==> src/logic/mem_stage_pkg.sv <==
/*
 * shared definitions for the memory stage
 *   data/address width, register id width, local space size
 *   dram prefix for instruction misses
 *   operation and access size enums
 *   decode, load info and remote request structs
 */

package mem_stage_pkg;

  localparam int data_width_gp       = 32;
  localparam int reg_addr_width_gp   = 5;
  localparam int local_space_bits_gp = 12;

  // or-ed into an instruction miss address
  localparam logic [data_width_gp-1:0] dram_prefix_gp = 32'h8000_0000;

  typedef enum logic [2:0] {
    op_none     = 3'd0,
    op_load     = 3'd1,
    op_store    = 3'd2,
    op_lr       = 3'd3,
    op_amo_swap = 3'd4,
    op_amo_add  = 3'd5
  } mem_op_e;

  typedef enum logic [1:0] {
    size_byte = 2'd0,
    size_half = 2'd1,
    size_word = 2'd2
  } mem_size_e;

  typedef struct packed {
    mem_op_e   op;
    mem_size_e size;
    logic      is_unsigned;
  } decode_s;

  // travels with a load so the response can be aligned
  typedef struct packed {
    logic      icache_fetch;
    logic      is_unsigned;
    mem_size_e size;
    logic [1:0] part_sel;
  } load_info_s;

  typedef struct packed {
    mem_op_e                    op;
    logic [3:0]                 mask;
    load_info_s                 load_info;
    logic [reg_addr_width_gp-1:0] reg_id;
    logic [data_width_gp-1:0]   data;
    logic [data_width_gp-1:0]   addr;
  } remote_req_s;

endpackage

==> src/logic/remote_req_fifo.sv <==
/*
 * remote request queue
 *   circular buffer with read/write pointers and count
 *   push and pop in one cycle allowed when full
 */

module remote_req_fifo #(
  parameter int fifo_depth_p = 2
) (
  input  logic                       clk_i,
  input  logic                       reset_i,
  input  logic                       push_v_i,
  input  mem_stage_pkg::remote_req_s push_i,
  output logic                       full_o,
  output logic                       pop_v_o,
  output mem_stage_pkg::remote_req_s pop_o,
  input  logic                       pop_ready_i
);

  import mem_stage_pkg::*;

  localparam int ptr_width_lp   = $clog2(fifo_depth_p);
  localparam int count_width_lp = $clog2(fifo_depth_p + 1);

  remote_req_s               mem_r [fifo_depth_p];
  logic [ptr_width_lp-1:0]   rd_ptr_r;
  logic [ptr_width_lp-1:0]   wr_ptr_r;
  logic [count_width_lp-1:0] count_r;
  logic                      pop;

  assign pop     = pop_v_o & pop_ready_i;
  assign pop_v_o = (count_r != '0);
  assign pop_o   = mem_r[rd_ptr_r];
  // a full queue still takes a push when the head leaves this cycle
  assign full_o  = (count_r == count_width_lp'(fifo_depth_p)) & ~pop_ready_i;

  always_ff @(posedge clk_i) begin
    if (!reset_i) begin
      rd_ptr_r <= '0;
      wr_ptr_r <= '0;
      count_r  <= '0;
    end else begin
      if (push_v_i) begin
        wr_ptr_r <= (wr_ptr_r == ptr_width_lp'(fifo_depth_p - 1)) ? '0 : wr_ptr_r + 1'b1;
      end
      if (pop) begin
        rd_ptr_r <= (rd_ptr_r == ptr_width_lp'(fifo_depth_p - 1)) ? '0 : rd_ptr_r + 1'b1;
      end
      count_r <= count_r + count_width_lp'(push_v_i) - count_width_lp'(pop);
    end
  end

  always_ff @(posedge clk_i) begin
    if (push_v_i) begin
      mem_r[wr_ptr_r] <= push_i;
    end
  end

  // the lsu must hold off pushes on a full queue
  no_push_full: assert property (@(posedge clk_i) disable iff (!reset_i)
    push_v_i |-> !full_o);

  // an empty queue has its pointers together
  no_pop_empty: assert property (@(posedge clk_i) disable iff (!reset_i)
    (count_r == '0) |-> (rd_ptr_r == wr_ptr_r));

endmodule

==> config.mk <==
export PLATFORM = sky130hd
export DESIGN_NAME = remote_req_fifo
export DESIGN_NICKNAME = d
export VERILOG_FILES = /design/src/logic/mem_stage_pkg.sv /design/src/logic/remote_req_fifo.sv
export SDC_FILE = /design/constraint.sdc
export NUM_CORES = 1
export LEC_CHECK = 0
export ABC_AREA = 1
export CAP_MARGIN = 20
export CORE_MARGIN = 2
export CORE_UTILIZATION = 30
export CTS_BUF_LIST = sky130_fd_sc_hd__clkbuf_8
export DETAILED_ROUTE_END_ITERATION = 10
export DONT_BUFFER_PORTS = 1
export PLACE_DENSITY = 0.54
export SYNTH_ARGS = -nofsm -noshare
export SYNTH_HDL_FRONTEND = slang
export SYNTH_SLANG_ARGS = --single-unit
==> constraint.sdc <==
create_clock -name clk_i -period 5.7 [get_ports clk_i]
set_clock_uncertainty 0.2 [all_clocks]
set_input_delay 1.14 -clock clk_i [delete_from_list [all_inputs] [get_ports clk_i]]
set_output_delay 1.14 -clock clk_i [all_outputs]
set_load 0.05 [all_outputs]
==> metrics <==
Post-CTS Setup Inserts 0; Ant. Diodes 0; num ports 170; TritonRoute pass-1 iters 4; via count 2536; slew margin rel. 0.549; num rows 54; Area contributors post-synth edfxtp_1 (75%), mux2_4 (18%), buf_12 (2.4%); Cell Int Power 2.19 mW; Clock Path Buffers 2; CP max stage cell buf_4; root buffer cell clkbuf_8; fmax 290 MHz; unique cell type count in the Yosys netlist 13; Post-Layout Cell Count 601; Synthesis Warnings 0; Final #Nets 396; DRC Markers 0; CTS sink count 169; final worst slack 2.26 ns; PwrDens 459 nW/um2; Sw Share 0.339; combinational group share of total power 0.282; vias per cell 4.22; Routed wire per std cell 18.1 um; Area Overhead vs Synth 10.4%; worst slew pin tran 0.676 ns; VDD IR max 0.148 mV; Hold Crit Class reg -> reg; pre-CTS setup slack 2.67 ns; Top delay family on crit path buffers and inverters; RSZ-0062 raised after global routing no; Leak Pwr 2.52 nW; CTS hold repair buffers 0; vias in the first global route 2766; post-synthesis cell area 6560 um2; crit path cell chain buf_4 -> mux2_2; CTS tree built; die area 23100 um2; initial core utilization 0.304; Clock Power Share 0.273; WP data required 4.36 ns; Synth top area share 0.750; post-cts resize count 0; DIE HEIGHT 152 um; initial antenna violation count 0; Worst-Skew Late Latency 0.43 ns; CTS Buf Count 17; Crit Path Max Fanout 35; worst hold slack 0.316 ns; ANT nets after route 0; final setup TNS 0 ns; largest stage delay on the critical path 0.60 ns; commonest cells after routing, fill and taps aside edfxtp_1 (164), mux2_4 (80), clkbuf_8 (17); H-tree Lvls 4; NetSw 1.13 mW; first-pass GRT wire length 16600 um; max_cap viols 0; FF+latch count, synth 169; fraction of layout cells with a size suffix above 1 0.377; Max Slew Vio Count 0; Starting DRT DRC Count 96; syn nets 380; Design Power 3.32 mW; post-synthesis cell count 292; IO buf count 0; status completed; Sequential Power Share 0.445; total wire length 10900 um; largest net degree at the start of global routing 83; Critical Path Source Type flip-flop; DP Wirelength 7100 um; Worst-path clk slew 0.09 ns; CP Buf/Inv Count 1; GRT Total Usage 0.0971; worst setup path class reg -> out; Final Hold Fails 0; Yosys top cell by area edfxtp_1; dpl cells 568; Final Setup Violations 0; Avg Inst Size Synth 22.5 um2; GPL Wtd Cong 0.699; core area 21600 um2; post-layout min period 3.44 ns; WP data arrival 2.10 ns; register area share after synthesis 0.766; commonest non-fill, non-tap cell in the layout edfxtp_1; Die X 152 um; Overflow after GRT 0; Tcrit/Tclk final 0.604; CP endpoint kind primary output
logic make-up (layout without fill, tap and decap cells):
| logic type | Yosys count | in the layout | synth area share |
|---|---|---|---|
| AOI/OAI and AO/OA | 1 | 1 | 0.000762 |
| adders and majority gates | 2 | 2 | 0.00381 |
| buffers and inverters | 18 | 47 | 0.0313 |
| DFF | 169 | 169 | 0.766 |
| muxes | 82 | 82 | 0.186 |
| and+or+nand+nor | 20 | 20 | 0.0120 |
registers in the layout, indices dropped and copies added (netlist names), named ones only:
name	flops
wr_ptr_r	1
mem_r	164
rd_ptr_r	1
count_r	2
path summary, 6_finish.rpt:
check	slack [ns]	end	start	depth (start not counted)
max	2.26	pop_o[71]	flip-flop	2
min	0.32	rd_ptr_r	rd_ptr_r	2
max reg2reg	3.88	mem_r[1][63]	wr_ptr_r	3
min reg2reg	0.32	rd_ptr_r	rd_ptr_r	2
cell usage after synthesis:
master    number
edfxtp_1     164
mux2_4        80
inv_1          9
nor2_1         9
buf_12         8
nand2_1        8
dfxtp_1        5
ha_1           2
mux2_2         2
nand3_1        2
a21oi_1        1
buf_6          1
nor3_1         1
power by group through the flow:
| stage | combinational, mW | clock, mW | sequential [mW] |
|---|---|---|---|
| 2_1_floorplan | 0.945 | 0 | 1.49 |
| 3_3_place_gp | 0.943 | 0 | 1.51 |
| 3_5_place_dp | 0.951 | 0 | 1.51 |
| 4_1_cts | 0.953 | 0.953 | 1.48 |
| 5_1_grt | 0.973 | 1.00 | 1.49 |
| 6_report | 0.937 | 0.907 | 1.48 |
layer usage:
metal / track usage / vias up / routed length [um]
li1: - / 1158 / -
met2: 0.165 / 105 / 5680
met1: 0.0933 / 1267 / 3780
met3: 0.0653 / 6 / 1320
met5: 0 / - / 0
met4: 0.0347 / 0 / 113
worst min-delay path, delay by kind of cell (launching register included):
| kind | cells | cell delay (ns) |
|---|---|---|
| flip-flops | 1 | 0.34 |
| AND/OR/NAND/NOR | 2 | 0.14 |
per-stage QoR:
stage	cell area, um2	utilization
after floorplan	6560	-
after global placement	6790	0.314
after detailed placement	6790	0.314
after CTS	7220	0.334
after global routing	7240	0.335
final	7240	0.335
final cells by class:
| cell class | instances | area, um2 |
|---|---|---|
| well taps | 280 | 350 |
| flip-flops and latches | 169 | 5030 |
| multi-input cells | 105 | 1340 |
| clock buffers | 17 | 234 |
| repair buffers | 6 | 57.6 |
| inverters | 9 | 36.3 |
| clock inverters | 15 | 196 |
| fillers | 2072 | 14400 |
(Power assumes the default switching activity.)
