$ cat config.mk
export PLATFORM = sky130hd
export DESIGN_NAME = load_align
export DESIGN_NICKNAME = d
export VERILOG_FILES = /design/src/logic/mem_stage_pkg.sv /design/src/logic/load_align.sv
export SDC_FILE = /design/constraint.sdc
export NUM_CORES = 1
export LEC_CHECK = 0
export BUFFER_PORTS_ARGS = -buffer_cell sky130_fd_sc_hd__buf_2
export CELL_PAD_IN_SITES_DETAIL_PLACEMENT = 1
export CELL_PAD_IN_SITES_GLOBAL_PLACEMENT = 1
export CORE_MARGIN = 4
export CORE_UTILIZATION = 26
export CTS_CLUSTER_DIAMETER = 40
export CTS_CLUSTER_SIZE = 16
export DETAILED_ROUTE_END_ITERATION = 16
export HOLD_SLACK_MARGIN = 0.05
export PLACE_DENSITY_LB_ADDON = 0.2
export SLEW_MARGIN = 20
export SYNTH_ARGS = -nofsm -noshare
export SYNTH_HDL_FRONTEND = slang
export SYNTH_SLANG_ARGS = --single-unit
$ cat constraint.sdc
create_clock -name clk_i -period 3.4 [get_ports clk_i]
set_input_delay 1.02 -clock clk_i [delete_from_list [all_inputs] [get_ports clk_i]]
set_output_delay 1.02 -clock clk_i [all_outputs]
set_load 0.05 [all_outputs]
$ cat src/logic/mem_stage_pkg.sv
/*
 * shared definitions for the memory stage
 *   data/address width, register id width, local space size
 *   dram prefix for instruction misses
 *   operation and access size enums
 *   decode, load info and remote request structs
 */

package mem_stage_pkg;

  localparam int data_width_gp       = 32;
  localparam int reg_addr_width_gp   = 5;
  localparam int local_space_bits_gp = 12;

  // or-ed into an instruction miss address
  localparam logic [data_width_gp-1:0] dram_prefix_gp = 32'h8000_0000;

  typedef enum logic [2:0] {
    op_none     = 3'd0,
    op_load     = 3'd1,
    op_store    = 3'd2,
    op_lr       = 3'd3,
    op_amo_swap = 3'd4,
    op_amo_add  = 3'd5
  } mem_op_e;

  typedef enum logic [1:0] {
    size_byte = 2'd0,
    size_half = 2'd1,
    size_word = 2'd2
  } mem_size_e;

  typedef struct packed {
    mem_op_e   op;
    mem_size_e size;
    logic      is_unsigned;
  } decode_s;

  // travels with a load so the response can be aligned
  typedef struct packed {
    logic      icache_fetch;
    logic      is_unsigned;
    mem_size_e size;
    logic [1:0] part_sel;
  } load_info_s;

  typedef struct packed {
    mem_op_e                    op;
    logic [3:0]                 mask;
    load_info_s                 load_info;
    logic [reg_addr_width_gp-1:0] reg_id;
    logic [data_width_gp-1:0]   data;
    logic [data_width_gp-1:0]   addr;
  } remote_req_s;

endpackage

$ cat src/logic/load_align.sv
/*
 * local load alignment
 *   tag and rd registered beside the memory read
 *   byte/half/word select and sign or zero extension
 */

module load_align (
  input  logic                                        clk_i,
  input  logic                                        reset_i,
  input  logic                                        v_i,
  input  mem_stage_pkg::load_info_s                   tag_i,
  input  logic [mem_stage_pkg::reg_addr_width_gp-1:0] rd_i,
  input  logic [mem_stage_pkg::data_width_gp-1:0]     word_i,
  output logic                                        load_v_o,
  output logic [mem_stage_pkg::data_width_gp-1:0]     load_data_o,
  output logic [mem_stage_pkg::reg_addr_width_gp-1:0] load_rd_o
);

  import mem_stage_pkg::*;

  logic                         v_r;
  load_info_s                   tag_r;
  logic [reg_addr_width_gp-1:0] rd_r;
  logic [data_width_gp-1:0]     shifted;
  logic                         sign_bit;

  always_ff @(posedge clk_i) begin
    if (!reset_i) begin
      v_r <= 1'b0;
    end else begin
      v_r <= v_i;
    end
  end

  always_ff @(posedge clk_i) begin
    if (v_i) begin
      tag_r <= tag_i;
      rd_r  <= rd_i;
    end
  end

  // bring the addressed byte or half down to bit 0
  assign shifted = word_i >> {tag_r.part_sel, 3'b000};

  always_comb begin
    sign_bit = 1'b0;
    case (tag_r.size)
      size_byte: begin
        sign_bit    = ~tag_r.is_unsigned & shifted[7];
        load_data_o = {{24{sign_bit}}, shifted[7:0]};
      end
      size_half: begin
        sign_bit    = ~tag_r.is_unsigned & shifted[15];
        load_data_o = {{16{sign_bit}}, shifted[15:0]};
      end
      default: load_data_o = word_i;
    endcase
  end

  assign load_v_o  = v_r;
  assign load_rd_o = rd_r;

endmodule

==> results.py <==
metrics = {
    "outcome": {
        "outcome": "complete, but fails checks",
        "violations_in_the_final_reports": "setup timing",
    },
    "timing": {
        "timing_worst_slew_pin_value_ps": 621.9,
        "min_period_over_period_pct": 101.9,
        "unrepaired_setup_endpoints_after_global_routing": "yes",
        "hold_viol": 0,
        "timing.final.ws_setup_ps": -62.99,
        "setup_total_negative_slack_ps": -867.5,
        "finalSetupViolCount": 21,
        "holdWs_ps": 960.8,
        "slew_hr_pct": 58.44,
        "min_period_ps": 3463,
        "slew_viol_final": 0,
        "maxClockFrequency_mhz": 288.8,
    },
    "cells_and_area": {
        "areaGrowthSynthToFinish_pct": 64.83,
        "num_antenna_cells": 0,
        "layout-drive-gt1-share_pct": 47.87,
        "most_common_cell_after_layout_fill_and_taps_aside": "sky130_fd_sc_hd__buf_2",
        "num-nets-final": 258,
        "highest_count_cells_in_the_layout_ignoring_fill_and_taps": "62 x sky130_fd_sc_hd__buf_2, 28 x sky130_fd_sc_hd__nand2_1, 22 x sky130_fd_sc_hd__buf_6",
    },
    "clock_network": {
        "numCtsBuffers": 3,
        "max-clock-path-buffers": 2,
        "tritoncts_clock_tree": "yes",
        "cell_chosen_for_the_clock_root": "sky130_fd_sc_hd__clkbuf_8",
        "clk_transition_reported_paths_ps": 50,
        "clock_tree.htree_level_count": 1,
        "sink_count": 11,
        "cts_hold_buffers": 0,
    },
    "pwr": {
        "total_leakage_power_uw": 0.0008757,
        "powerDensity_mw_per_mm2": 425.7,
        "max-vdd-ir-drop_mv": 0.3123,
    },
    "routing": {
        "drtPass1Iterations": 4,
        "route.detailed.wl_per_inst_um": 16.06,
        "viasPerCell": 5.073,
        "drc": 0,
        "antenna_violating_nets_post_route": 0,
        "vias": 1324,
        "first_iter_violations": 64,
        "route.final.wire_length_um": 4192,
    },
    "die": {
        "die-area_sq_mm": 0.005194,
        "rows": 23,
        "fp.coreArea_sq_mm": 0.003971,
        "ioPinCount": 84,
        "fp.dieH_um": 72.07,
        "initial_core_util_pct": 26.87,
        "fp.dieW_um": 72.07,
    },
    "worst_setup_path": {
        "path_max_fanout": 7,
        "arrival_ps": 2440,
        "cpMaxStageDelayCell": "sky130_fd_sc_hd__mux4_2",
        "worst_setup_path_end_kind": "output pin",
        "worst_path_buffer_plus_inverter_count": 3,
        "critical_path.top_delay_family": "multiplexers",
        "slowest_delay_ps": 520,
        "setup.worst_path.start_class": "primary input",
        "crit_type": "primary input to output pin",
        "cp.required_ps": 2380,
        "crit_chain": "buf_6 > mux4_2 > a221oi_4 > buf_6 > o21ai_1 > buf_6",
        "crit_path_frequent_cell": "sky130_fd_sc_hd__buf_6",
    },
    "global_routing": {
        "first_global_vias": 1413,
        "grtUsageTotal_pct": 15.90,
        "grt_first_pass_wirelength_um": 6693,
        "globalRouteOverflowTotal": 0,
        "maximum_number_of_pins_on_one_net_before_global_route_repair": 20,
        "antenna_found_initial": 0,
    },
    "place": {
        "place.gp.congestion": 0.7690,
        "port_buffers": 82,
        "detailed_place_hpwl_um": 3313,
    },
    "yosys": {
        "post_synthesis_sequential_area_ratio_pct": 30.01,
        "avgSynthCellArea_sq_um": 8.538,
        "ys_ff_latch": 11,
        "postSynthCellCount": 125,
        "syn-num-nets": 171,
        "synth_cell_type_count": 26,
        "synth_warnings": 0,
        "syn_area_sq_mm": 0.001067,
    },
    "min_path": {
        "holdCritPathClass": "primary input to flop",
    },
    "job": {
        "drv_cap": 0,
    },
}
routing by layer:
metal | track usage [%] | vias to the layer above | wire [um]
met5 | 0 | - | 0
met4 | 4.593 | 0 | 70
met3 | 2.355 | 7 | 261
met2 | 29.63 | 50 | 2204
met1 | 18.61 | 622 | 1655
li1 | - | 645 | -
worst paths after layout:
kind	from	endpoint	slack, ps	cells after the start
max	word_i[31]	load_data_o[17]	-60	6
min	tag_i[2]	tag_r[2]	960	1
per-stage QoR:
step,setup slack (ps),instances,instance area (sq um),util (%),total power [uW]
after floorplan,-323.6,125,1067,-,468.1
after detailed placement,-136.5,256,1563,39.35,585.7
final,-62.99,261,1759,44.30,748.9
after global routing,-111.3,261,1759,44.30,791.4
after global placement,-117.3,256,1563,39.35,578.5
after CTS,-65.19,261,1759,44.30,756.6
flip-flops by register name, indices dropped and copies added, names as in the netlist:
register / flops
load_rd_o: 5
load_v_o: 1
tag_r: 5
final cells by class:
type,count,area [sq um]
well taps,50,62.56
flip-flops and latches,11,320.3
multi-input cells,98,683.2
fillers,495,2212
repair buffers,94,633.1
clock buffers,4,45.04
inverters,4,15.01
kinds of logic (layout without fill, tap and decap cells):
logic type / count (synthesis) / count (layout) / share of synthesized area, %
AOI/OAI and AO/OA: 49 / 49 / 35.29
buffers and inverters: 16 / 102 / 7.034
DFF: 11 / 11 / 30.01
muxes: 9 / 9 / 9.730
and+or+nand+nor: 40 / 40 / 17.94
cells in the mapped netlist:
cell / number / area [sq um]
sky130_fd_sc_hd__o21ai_1: 10 / 50.05
sky130_fd_sc_hd__o21ai_0: 7 / 35.03
sky130_fd_sc_hd__a221oi_4: 1 / 26.28
sky130_fd_sc_hd__clkbuf_1: 10 / 37.54
sky130_fd_sc_hd__nor2b_1: 2 / 12.51
sky130_fd_sc_hd__and4b_1: 1 / 10.01
sky130_fd_sc_hd__mux4_2: 1 / 22.52
sky130_fd_sc_hd__nand2_1: 28 / 105.1
sky130_fd_sc_hd__dfxtp_1: 1 / 20.02
sky130_fd_sc_hd__buf_6: 2 / 22.52
sky130_fd_sc_hd__o2bb2ai_1: 6 / 52.55
sky130_fd_sc_hd__mux2i_1: 7 / 70.07
sky130_fd_sc_hd__and2_1: 1 / 6.260
sky130_fd_sc_hd__a21oi_1: 1 / 5.000
sky130_fd_sc_hd__o31ai_1: 7 / 52.55
sky130_fd_sc_hd__a211oi_1: 1 / 7.510
sky130_fd_sc_hd__inv_1: 3 / 11.26
sky130_fd_sc_hd__nand3_1: 1 / 5.000
sky130_fd_sc_hd__o21bai_1: 1 / 7.510
sky130_fd_sc_hd__mux2_2: 1 / 11.26
sky130_fd_sc_hd__nand3b_1: 7 / 52.55
sky130_fd_sc_hd__clkinv_1: 1 / 3.750
sky130_fd_sc_hd__a2bb2oi_1: 2 / 17.52
sky130_fd_sc_hd__a22o_1: 6 / 52.55
sky130_fd_sc_hd__edfxtp_1: 10 / 300.3
sky130_fd_sc_hd__o211a_1: 7 / 70.07
what timing repair did:
item                                    4_1_cts  5_1_grt
gates resized for setup                      40        0
cloned                                        0        0
buffers inserted                              1        0
pin swaps                                     2        0
hold endpoints to repair                      0        0
endpoints found under the setup margin       23       23
power breakdown:
part	switching [uW]	total [uW]	internal [uW]	leakage (uW)
clock	45.2	127	82.0	0.0000228
sequential	13.2	173	160	0.000106
combinational	300	449	149	0.000747
No activity file was read; power rests on OpenSTA's default activity.
