**config.mk**
```make
export PLATFORM = sky130hd
export DESIGN_NAME = lsu
export DESIGN_NICKNAME = d
export VERILOG_FILES = /design/src/logic/mem_stage_pkg.sv /design/src/logic/lsu.sv
export SDC_FILE = /design/constraint.sdc
export NUM_CORES = 1
export LEC_CHECK = 0
export CAP_MARGIN = 20
export CORE_MARGIN = 10
export CORE_UTILIZATION = 30
export DETAILED_ROUTE_END_ITERATION = 10
export DONT_BUFFER_PORTS = 1
export GPL_ROUTABILITY_DRIVEN = 0
export GPL_TIMING_DRIVEN = 0
export PLACE_DENSITY_LB_ADDON = 0.25
export SYNTH_ARGS = -nofsm -noshare
export SYNTH_HDL_FRONTEND = slang
export SYNTH_SLANG_ARGS = --single-unit
```
**constraint.sdc**
```tcl
create_clock -name vclk -period 5.8
set_input_delay 1.16 -clock vclk [all_inputs]
set_output_delay 1.16 -clock vclk [all_outputs]
set_load 0.1 [all_outputs]
```
**src/logic/mem_stage_pkg.sv**
```systemverilog
/*
 * shared definitions for the memory stage
 *   data/address width, register id width, local space size
 *   dram prefix for instruction misses
 *   operation and access size enums
 *   decode, load info and remote request structs
 */

package mem_stage_pkg;

  localparam int data_width_gp       = 32;
  localparam int reg_addr_width_gp   = 5;
  localparam int local_space_bits_gp = 12;

  // or-ed into an instruction miss address
  localparam logic [data_width_gp-1:0] dram_prefix_gp = 32'h8000_0000;

  typedef enum logic [2:0] {
    op_none     = 3'd0,
    op_load     = 3'd1,
    op_store    = 3'd2,
    op_lr       = 3'd3,
    op_amo_swap = 3'd4,
    op_amo_add  = 3'd5
  } mem_op_e;

  typedef enum logic [1:0] {
    size_byte = 2'd0,
    size_half = 2'd1,
    size_word = 2'd2
  } mem_size_e;

  typedef struct packed {
    mem_op_e   op;
    mem_size_e size;
    logic      is_unsigned;
  } decode_s;

  // travels with a load so the response can be aligned
  typedef struct packed {
    logic      icache_fetch;
    logic      is_unsigned;
    mem_size_e size;
    logic [1:0] part_sel;
  } load_info_s;

  typedef struct packed {
    mem_op_e                    op;
    logic [3:0]                 mask;
    load_info_s                 load_info;
    logic [reg_addr_width_gp-1:0] reg_id;
    logic [data_width_gp-1:0]   data;
    logic [data_width_gp-1:0]   addr;
  } remote_req_s;

endpackage

```
**src/logic/lsu.sv**
```systemverilog
/*
 * load store unit
 *   effective and miss address generation
 *   store data replication and byte mask
 *   local dmem / remote network routing
 *   address space checks for atomics and load-reserved
 */

module lsu #(
  parameter int dmem_words_p = 1024
) (
  input  logic                                          clk_i,
  input  logic                                          reset_i,
  input  logic                                          exe_v_i,
  input  mem_stage_pkg::decode_s                        exe_decode_i,
  input  logic [mem_stage_pkg::data_width_gp-1:0]       exe_rs1_i,
  input  logic [mem_stage_pkg::data_width_gp-1:0]       exe_rs2_i,
  input  logic [mem_stage_pkg::data_width_gp-1:0]       exe_offset_i,
  input  logic [mem_stage_pkg::reg_addr_width_gp-1:0]   exe_rd_i,
  input  logic                                          icache_miss_i,
  input  logic [mem_stage_pkg::data_width_gp-1:0]       pc_plus4_i,
  input  logic                                          fifo_full_i,
  output logic                                          exe_ready_o,
  output logic                                          dmem_v_o,
  output logic                                          dmem_w_o,
  output logic [$clog2(dmem_words_p)-1:0]               dmem_addr_o,
  output logic [mem_stage_pkg::data_width_gp-1:0]       dmem_data_o,
  output logic [3:0]                                    dmem_mask_o,
  output logic                                          reserve_o,
  output mem_stage_pkg::load_info_s                     load_tag_o,
  output logic [mem_stage_pkg::reg_addr_width_gp-1:0]   load_rd_o,
  output logic                                          req_v_o,
  output mem_stage_pkg::remote_req_s                    req_o
);

  import mem_stage_pkg::*;

  logic [data_width_gp-1:0] mem_addr;
  logic [data_width_gp-1:0] miss_addr;
  logic [data_width_gp-1:0] store_data;
  logic [3:0]               store_mask;
  logic                     is_local;
  logic                     is_amo;
  logic                     local_op;
  logic                     remote_op;
  load_info_s               load_info;

  assign mem_addr  = exe_rs1_i + exe_offset_i;
  assign miss_addr = (pc_plus4_i - 32'd4) | dram_prefix_gp;

  // local space is the low 4KB, everything above goes to the network
  assign is_local = (mem_addr[data_width_gp-1:local_space_bits_gp] == '0);
  assign is_amo   = exe_decode_i.op inside {op_amo_swap, op_amo_add};

  always_comb begin
    case (exe_decode_i.size)
      size_byte: begin
        store_data = {4{exe_rs2_i[7:0]}};
        store_mask = 4'b0001 << mem_addr[1:0];
      end
      size_half: begin
        store_data = {2{exe_rs2_i[15:0]}};
        store_mask = mem_addr[1] ? 4'b1100 : 4'b0011;
      end
      default: begin
        // words and atomics
        store_data = exe_rs2_i;
        store_mask = 4'b1111;
      end
    endcase
  end

  assign local_op  = ~icache_miss_i & is_local
                   & (exe_decode_i.op inside {op_load, op_store, op_lr});
  assign remote_op = icache_miss_i
                   | (~is_local & (is_amo | (exe_decode_i.op inside {op_load, op_store})));

  // stall only when this item needs the queue and it has no room
  assign exe_ready_o = ~(remote_op & fifo_full_i);

  assign dmem_v_o    = exe_v_i & exe_ready_o & local_op;
  assign dmem_w_o    = (exe_decode_i.op == op_store);
  assign dmem_addr_o = mem_addr[2+:$clog2(dmem_words_p)];
  assign dmem_data_o = store_data;
  assign dmem_mask_o = store_mask;
  assign reserve_o   = dmem_v_o & (exe_decode_i.op == op_lr);

  always_comb begin
    load_info.icache_fetch = icache_miss_i;
    load_info.is_unsigned  = icache_miss_i ? 1'b0 : exe_decode_i.is_unsigned;
    load_info.size         = icache_miss_i ? size_word : exe_decode_i.size;
    load_info.part_sel     = icache_miss_i ? 2'b00 : mem_addr[1:0];
  end

  assign load_tag_o = load_info;
  assign load_rd_o  = exe_rd_i;

  // instruction miss goes out as a plain word read
  assign req_v_o = exe_v_i & exe_ready_o & remote_op;
  always_comb begin
    req_o.op        = icache_miss_i ? op_load : exe_decode_i.op;
    req_o.mask      = icache_miss_i ? 4'b1111 : store_mask;
    req_o.load_info = load_info;
    req_o.reg_id    = exe_rd_i;
    req_o.data      = store_data;
    req_o.addr      = icache_miss_i ? miss_addr : mem_addr;
  end

  // atomics are served by the remote side only
  amo_not_local: assert property (@(posedge clk_i) disable iff (!reset_i)
    (exe_v_i && !icache_miss_i && is_amo) |-> !is_local);

  // reservation lives in local dmem
  lr_is_local: assert property (@(posedge clk_i) disable iff (!reset_i)
    (exe_v_i && !icache_miss_i && exe_decode_i.op == op_lr) |-> is_local);

endmodule

```
==> Flow_metrics.wiki <==
{| class="wikitable"
! Metric !! Value
|-
| Result of the run || complete, no violations
|-
| Leading cell type in the layout, fill and taps excluded || sky130_fd_sc_hd__nand2_1
|-
| Slew at the pin closest to its max-slew limit || 1.19 ns
|-
| Hold Crit Class || input port to primary output
|-
| Initial standard-cell utilization of the core || 30.5%
|-
| Share of synthesized cell area in full adder, half adder and majority cells || 11.0%
|-
| HPWL reported at the end of detailed placement || 15,800 microns
|-
| Most frequent cells in the layout || 71 x sky130_fd_sc_hd__nand2_1, 60 x sky130_fd_sc_hd__buf_4, 42 x sky130_fd_sc_hd__nor2_1, 35 x sky130_fd_sc_hd__a21oi_1, 32 x sky130_fd_sc_hd__ha_1
|-
| Logic depth of the worst path, buffers included || 12
|-
| Setup crit start || exe_rs1_i[0]
|-
| Setup TNS || 0 ns
|-
| Setup-violating endpoint count in the final report || 0
|-
| Post-synthesis net count || 746
|-
| Top post-synthesis cells by area || sky130_fd_sc_hd__buf_4 12%, sky130_fd_sc_hd__ha_1 10%, sky130_fd_sc_hd__nand2_1 6.9%
|-
| Yosys cell types || 64
|-
| Diodes inserted || 0
|-
| Critical path required time || 4.64 ns
|-
| Final hold vios || 0
|-
| Detailed Routing Iterations Pass 1 || 4
|-
| Highest clock frequency the design can meet || 177 MHz
|-
| Yosys top cell area share || 11.5%
|-
| Mean post-synth cell area || 6.74 sq um
|-
| Post-layout util || 42.3%
|-
| Number of warnings printed during yosys synthesis || 0
|-
| Kind of cell adding the most delay to the critical path || simple AND/OR/NAND/NOR gates
|-
| Worst Hold Depth || 1
|-
| Area added between synthesis and finish || 38.6%
|-
| Area of the core || 0.0126 sq mm
|-
| Critical path, cell by cell || ha_1 -> fa_1 -> a211oi_2 -> o211ai_1 -> a21oi_2 -> xor2_1 -> o31ai_1 -> nor4b_1 -> nand4_1 -> nor4_4 -> buf_4 -> and4_4
|-
| Pre-CTS setup slack || -0.504 ns
|-
| Sequential cell area fraction in the yosys report || 0%
|-
| Max_cap viols || 0
|-
| Width of the chip || 133 microns
|-
| Die area || 0.0177 sq mm
|-
| Hold path startpoint || exe_decode_i[3]
|-
| Remaining DRCs || 0
|-
| Power consumption || 1410 uW
|-
| Post-route fraction of the period consumed by the critical path || 97.3%
|-
| I/O Pins || 288
|-
| Post-synth design cell area || 0.00384 sq mm
|-
| Xor/xnor share of the synthesized area || 11.0%
|-
| Number of instances in the synthesized netlist || 569
|-
| Number of nets at the end of the flow || 797
|-
| Data arrival time of the critical path || 4.48 ns
|-
| Seq cells || 0
|-
| Sequential standard cell area || 0 sq um
|-
| Final standard cell count with taps included and fillers excluded || 790
|-
| DR vias/cell || 5.52
|-
| Number of clock buffers in the layout || 0
|-
| Y dimension of the die || 133 microns
|-
| Simple logic cell fraction of the synthesized area || 24.8%
|-
| Leakage power summed over all cells || 0.00216 uW
|-
| Mux share of post-synthesis cell area || 8.12%
|-
| Worst-path maximum fanout || 4
|-
| Worst setup margin || 0.156 ns
|-
| Max_slew headroom || 20.9%
|-
| Critical Path Slowest Stage Cell || sky130_fd_sc_hd__fa_1
|-
| Compound-cell area share of the yosys netlist || 29.7%
|-
| FP Rows || 41
|-
| Class of the most critical setup path || input port to primary output
|-
| Antenna violations before repair || 0
|-
| Peak VDD IR || 190 uV
|-
| Post-synth top area cell || sky130_fd_sc_hd__buf_4
|-
| Largest family of logic cells by synthesized area || compound AO/OA/AOI/OAI gates
|-
| Max Transition Viols Final || 0
|-
| Power per unit of standard cell area || 266 mW/mm^2
|-
| Via Count || 4,357
|-
| Final Critical Period || 5.64 ns
|-
| Average detailed-routed wire length per instance || 22.1 microns
|-
| Critical path launch point type || input port
|-
| Wire length of the first global-routing pass || 26,600 microns
|-
| Total GRT Usage || 18.1%
|-
| Wirelength, routed || 17,500 microns
|-
| Number of global-route vias before repair || 4,548
|-
| Detailed Route Iter0 Violations || 194
|-
| Overflow left after global routing || 0
|-
| Share of final-layout standard cells stronger than drive strength 1 || 33.8%
|-
| Buf+Inv Stages, Crit Path || 1
|-
| Cell count after placement || 789
|-
| Endpoint type of the worst setup path || primary output
|-
| Port Buffer Count || 0
|-
| Largest net degree at the start of global routing || 11
|-
| Number of nets still failing antenna checks after routing || 0
|-
| Largest stage delay, worst path || 0.49 ns
|}
[logic make-up (layout without fill, tap and decap cells)]
group	Yosys count	count (layout)
simple gates	191	191
fa+ha+maj	33	33
compound gates	174	174
xor+xnor	48	48
buf+inv	94	143
mux	29	29
[layout make-up]
cell class	count	area, sq um
timing repair buffer	49	957
buffer	79	537
fill	1282	7250
multi-input combinational	475	3550
inverter	15	56.3
tap	172	215
[metrics by stage]
| step | hold WS [ns] | area [sq um] |
|---|---|---|
| floorplan | 2.51 | 3910 |
| global placement | 2.52 | 4120 |
| detailed placement | 2.50 | 5280 |
| CTS | 2.50 | 5310 |
| global route | 2.50 | 5320 |
| finish | 2.50 | 5320 |
[routing by layer]
metal	routed length [microns]	track usage (%)
met1	6920	21.4
met2	8650	31.8
met3	1760	6.06
met4	165	1.77
met5	0	0
[timing repair]
action,CTS,global route
hold endpoints to repair,0,0
buffers inserted,1,0
gates resized for setup,8,1
hold buffers,0,0
gates cloned,0,0
pin swaps,2,0
endpoints found under the setup margin,3,3
[worst paths after layout]
check	endpoint	slack, ns
max	reserve_o	0.16
min	dmem_w_o	2.50
[power breakdown]
part,switching [uW],internal (uW),total [uW]
Clock,0,0,0
Sequential,0,0,0
Combinational,1040,370,1410
[synthesized netlist by cell type (all sizes together) (11+ instances only)]
cell    number
nor2        43
mux2        17
a21oi       50
nor3        12
buf         67
nand2       71
o21ai       58
xor2        22
a21o        11
mux2i       12
inv         14
clkbuf      12
or3         11
ha          32
xnor2       26
Power figures use the tool's default switching activity.
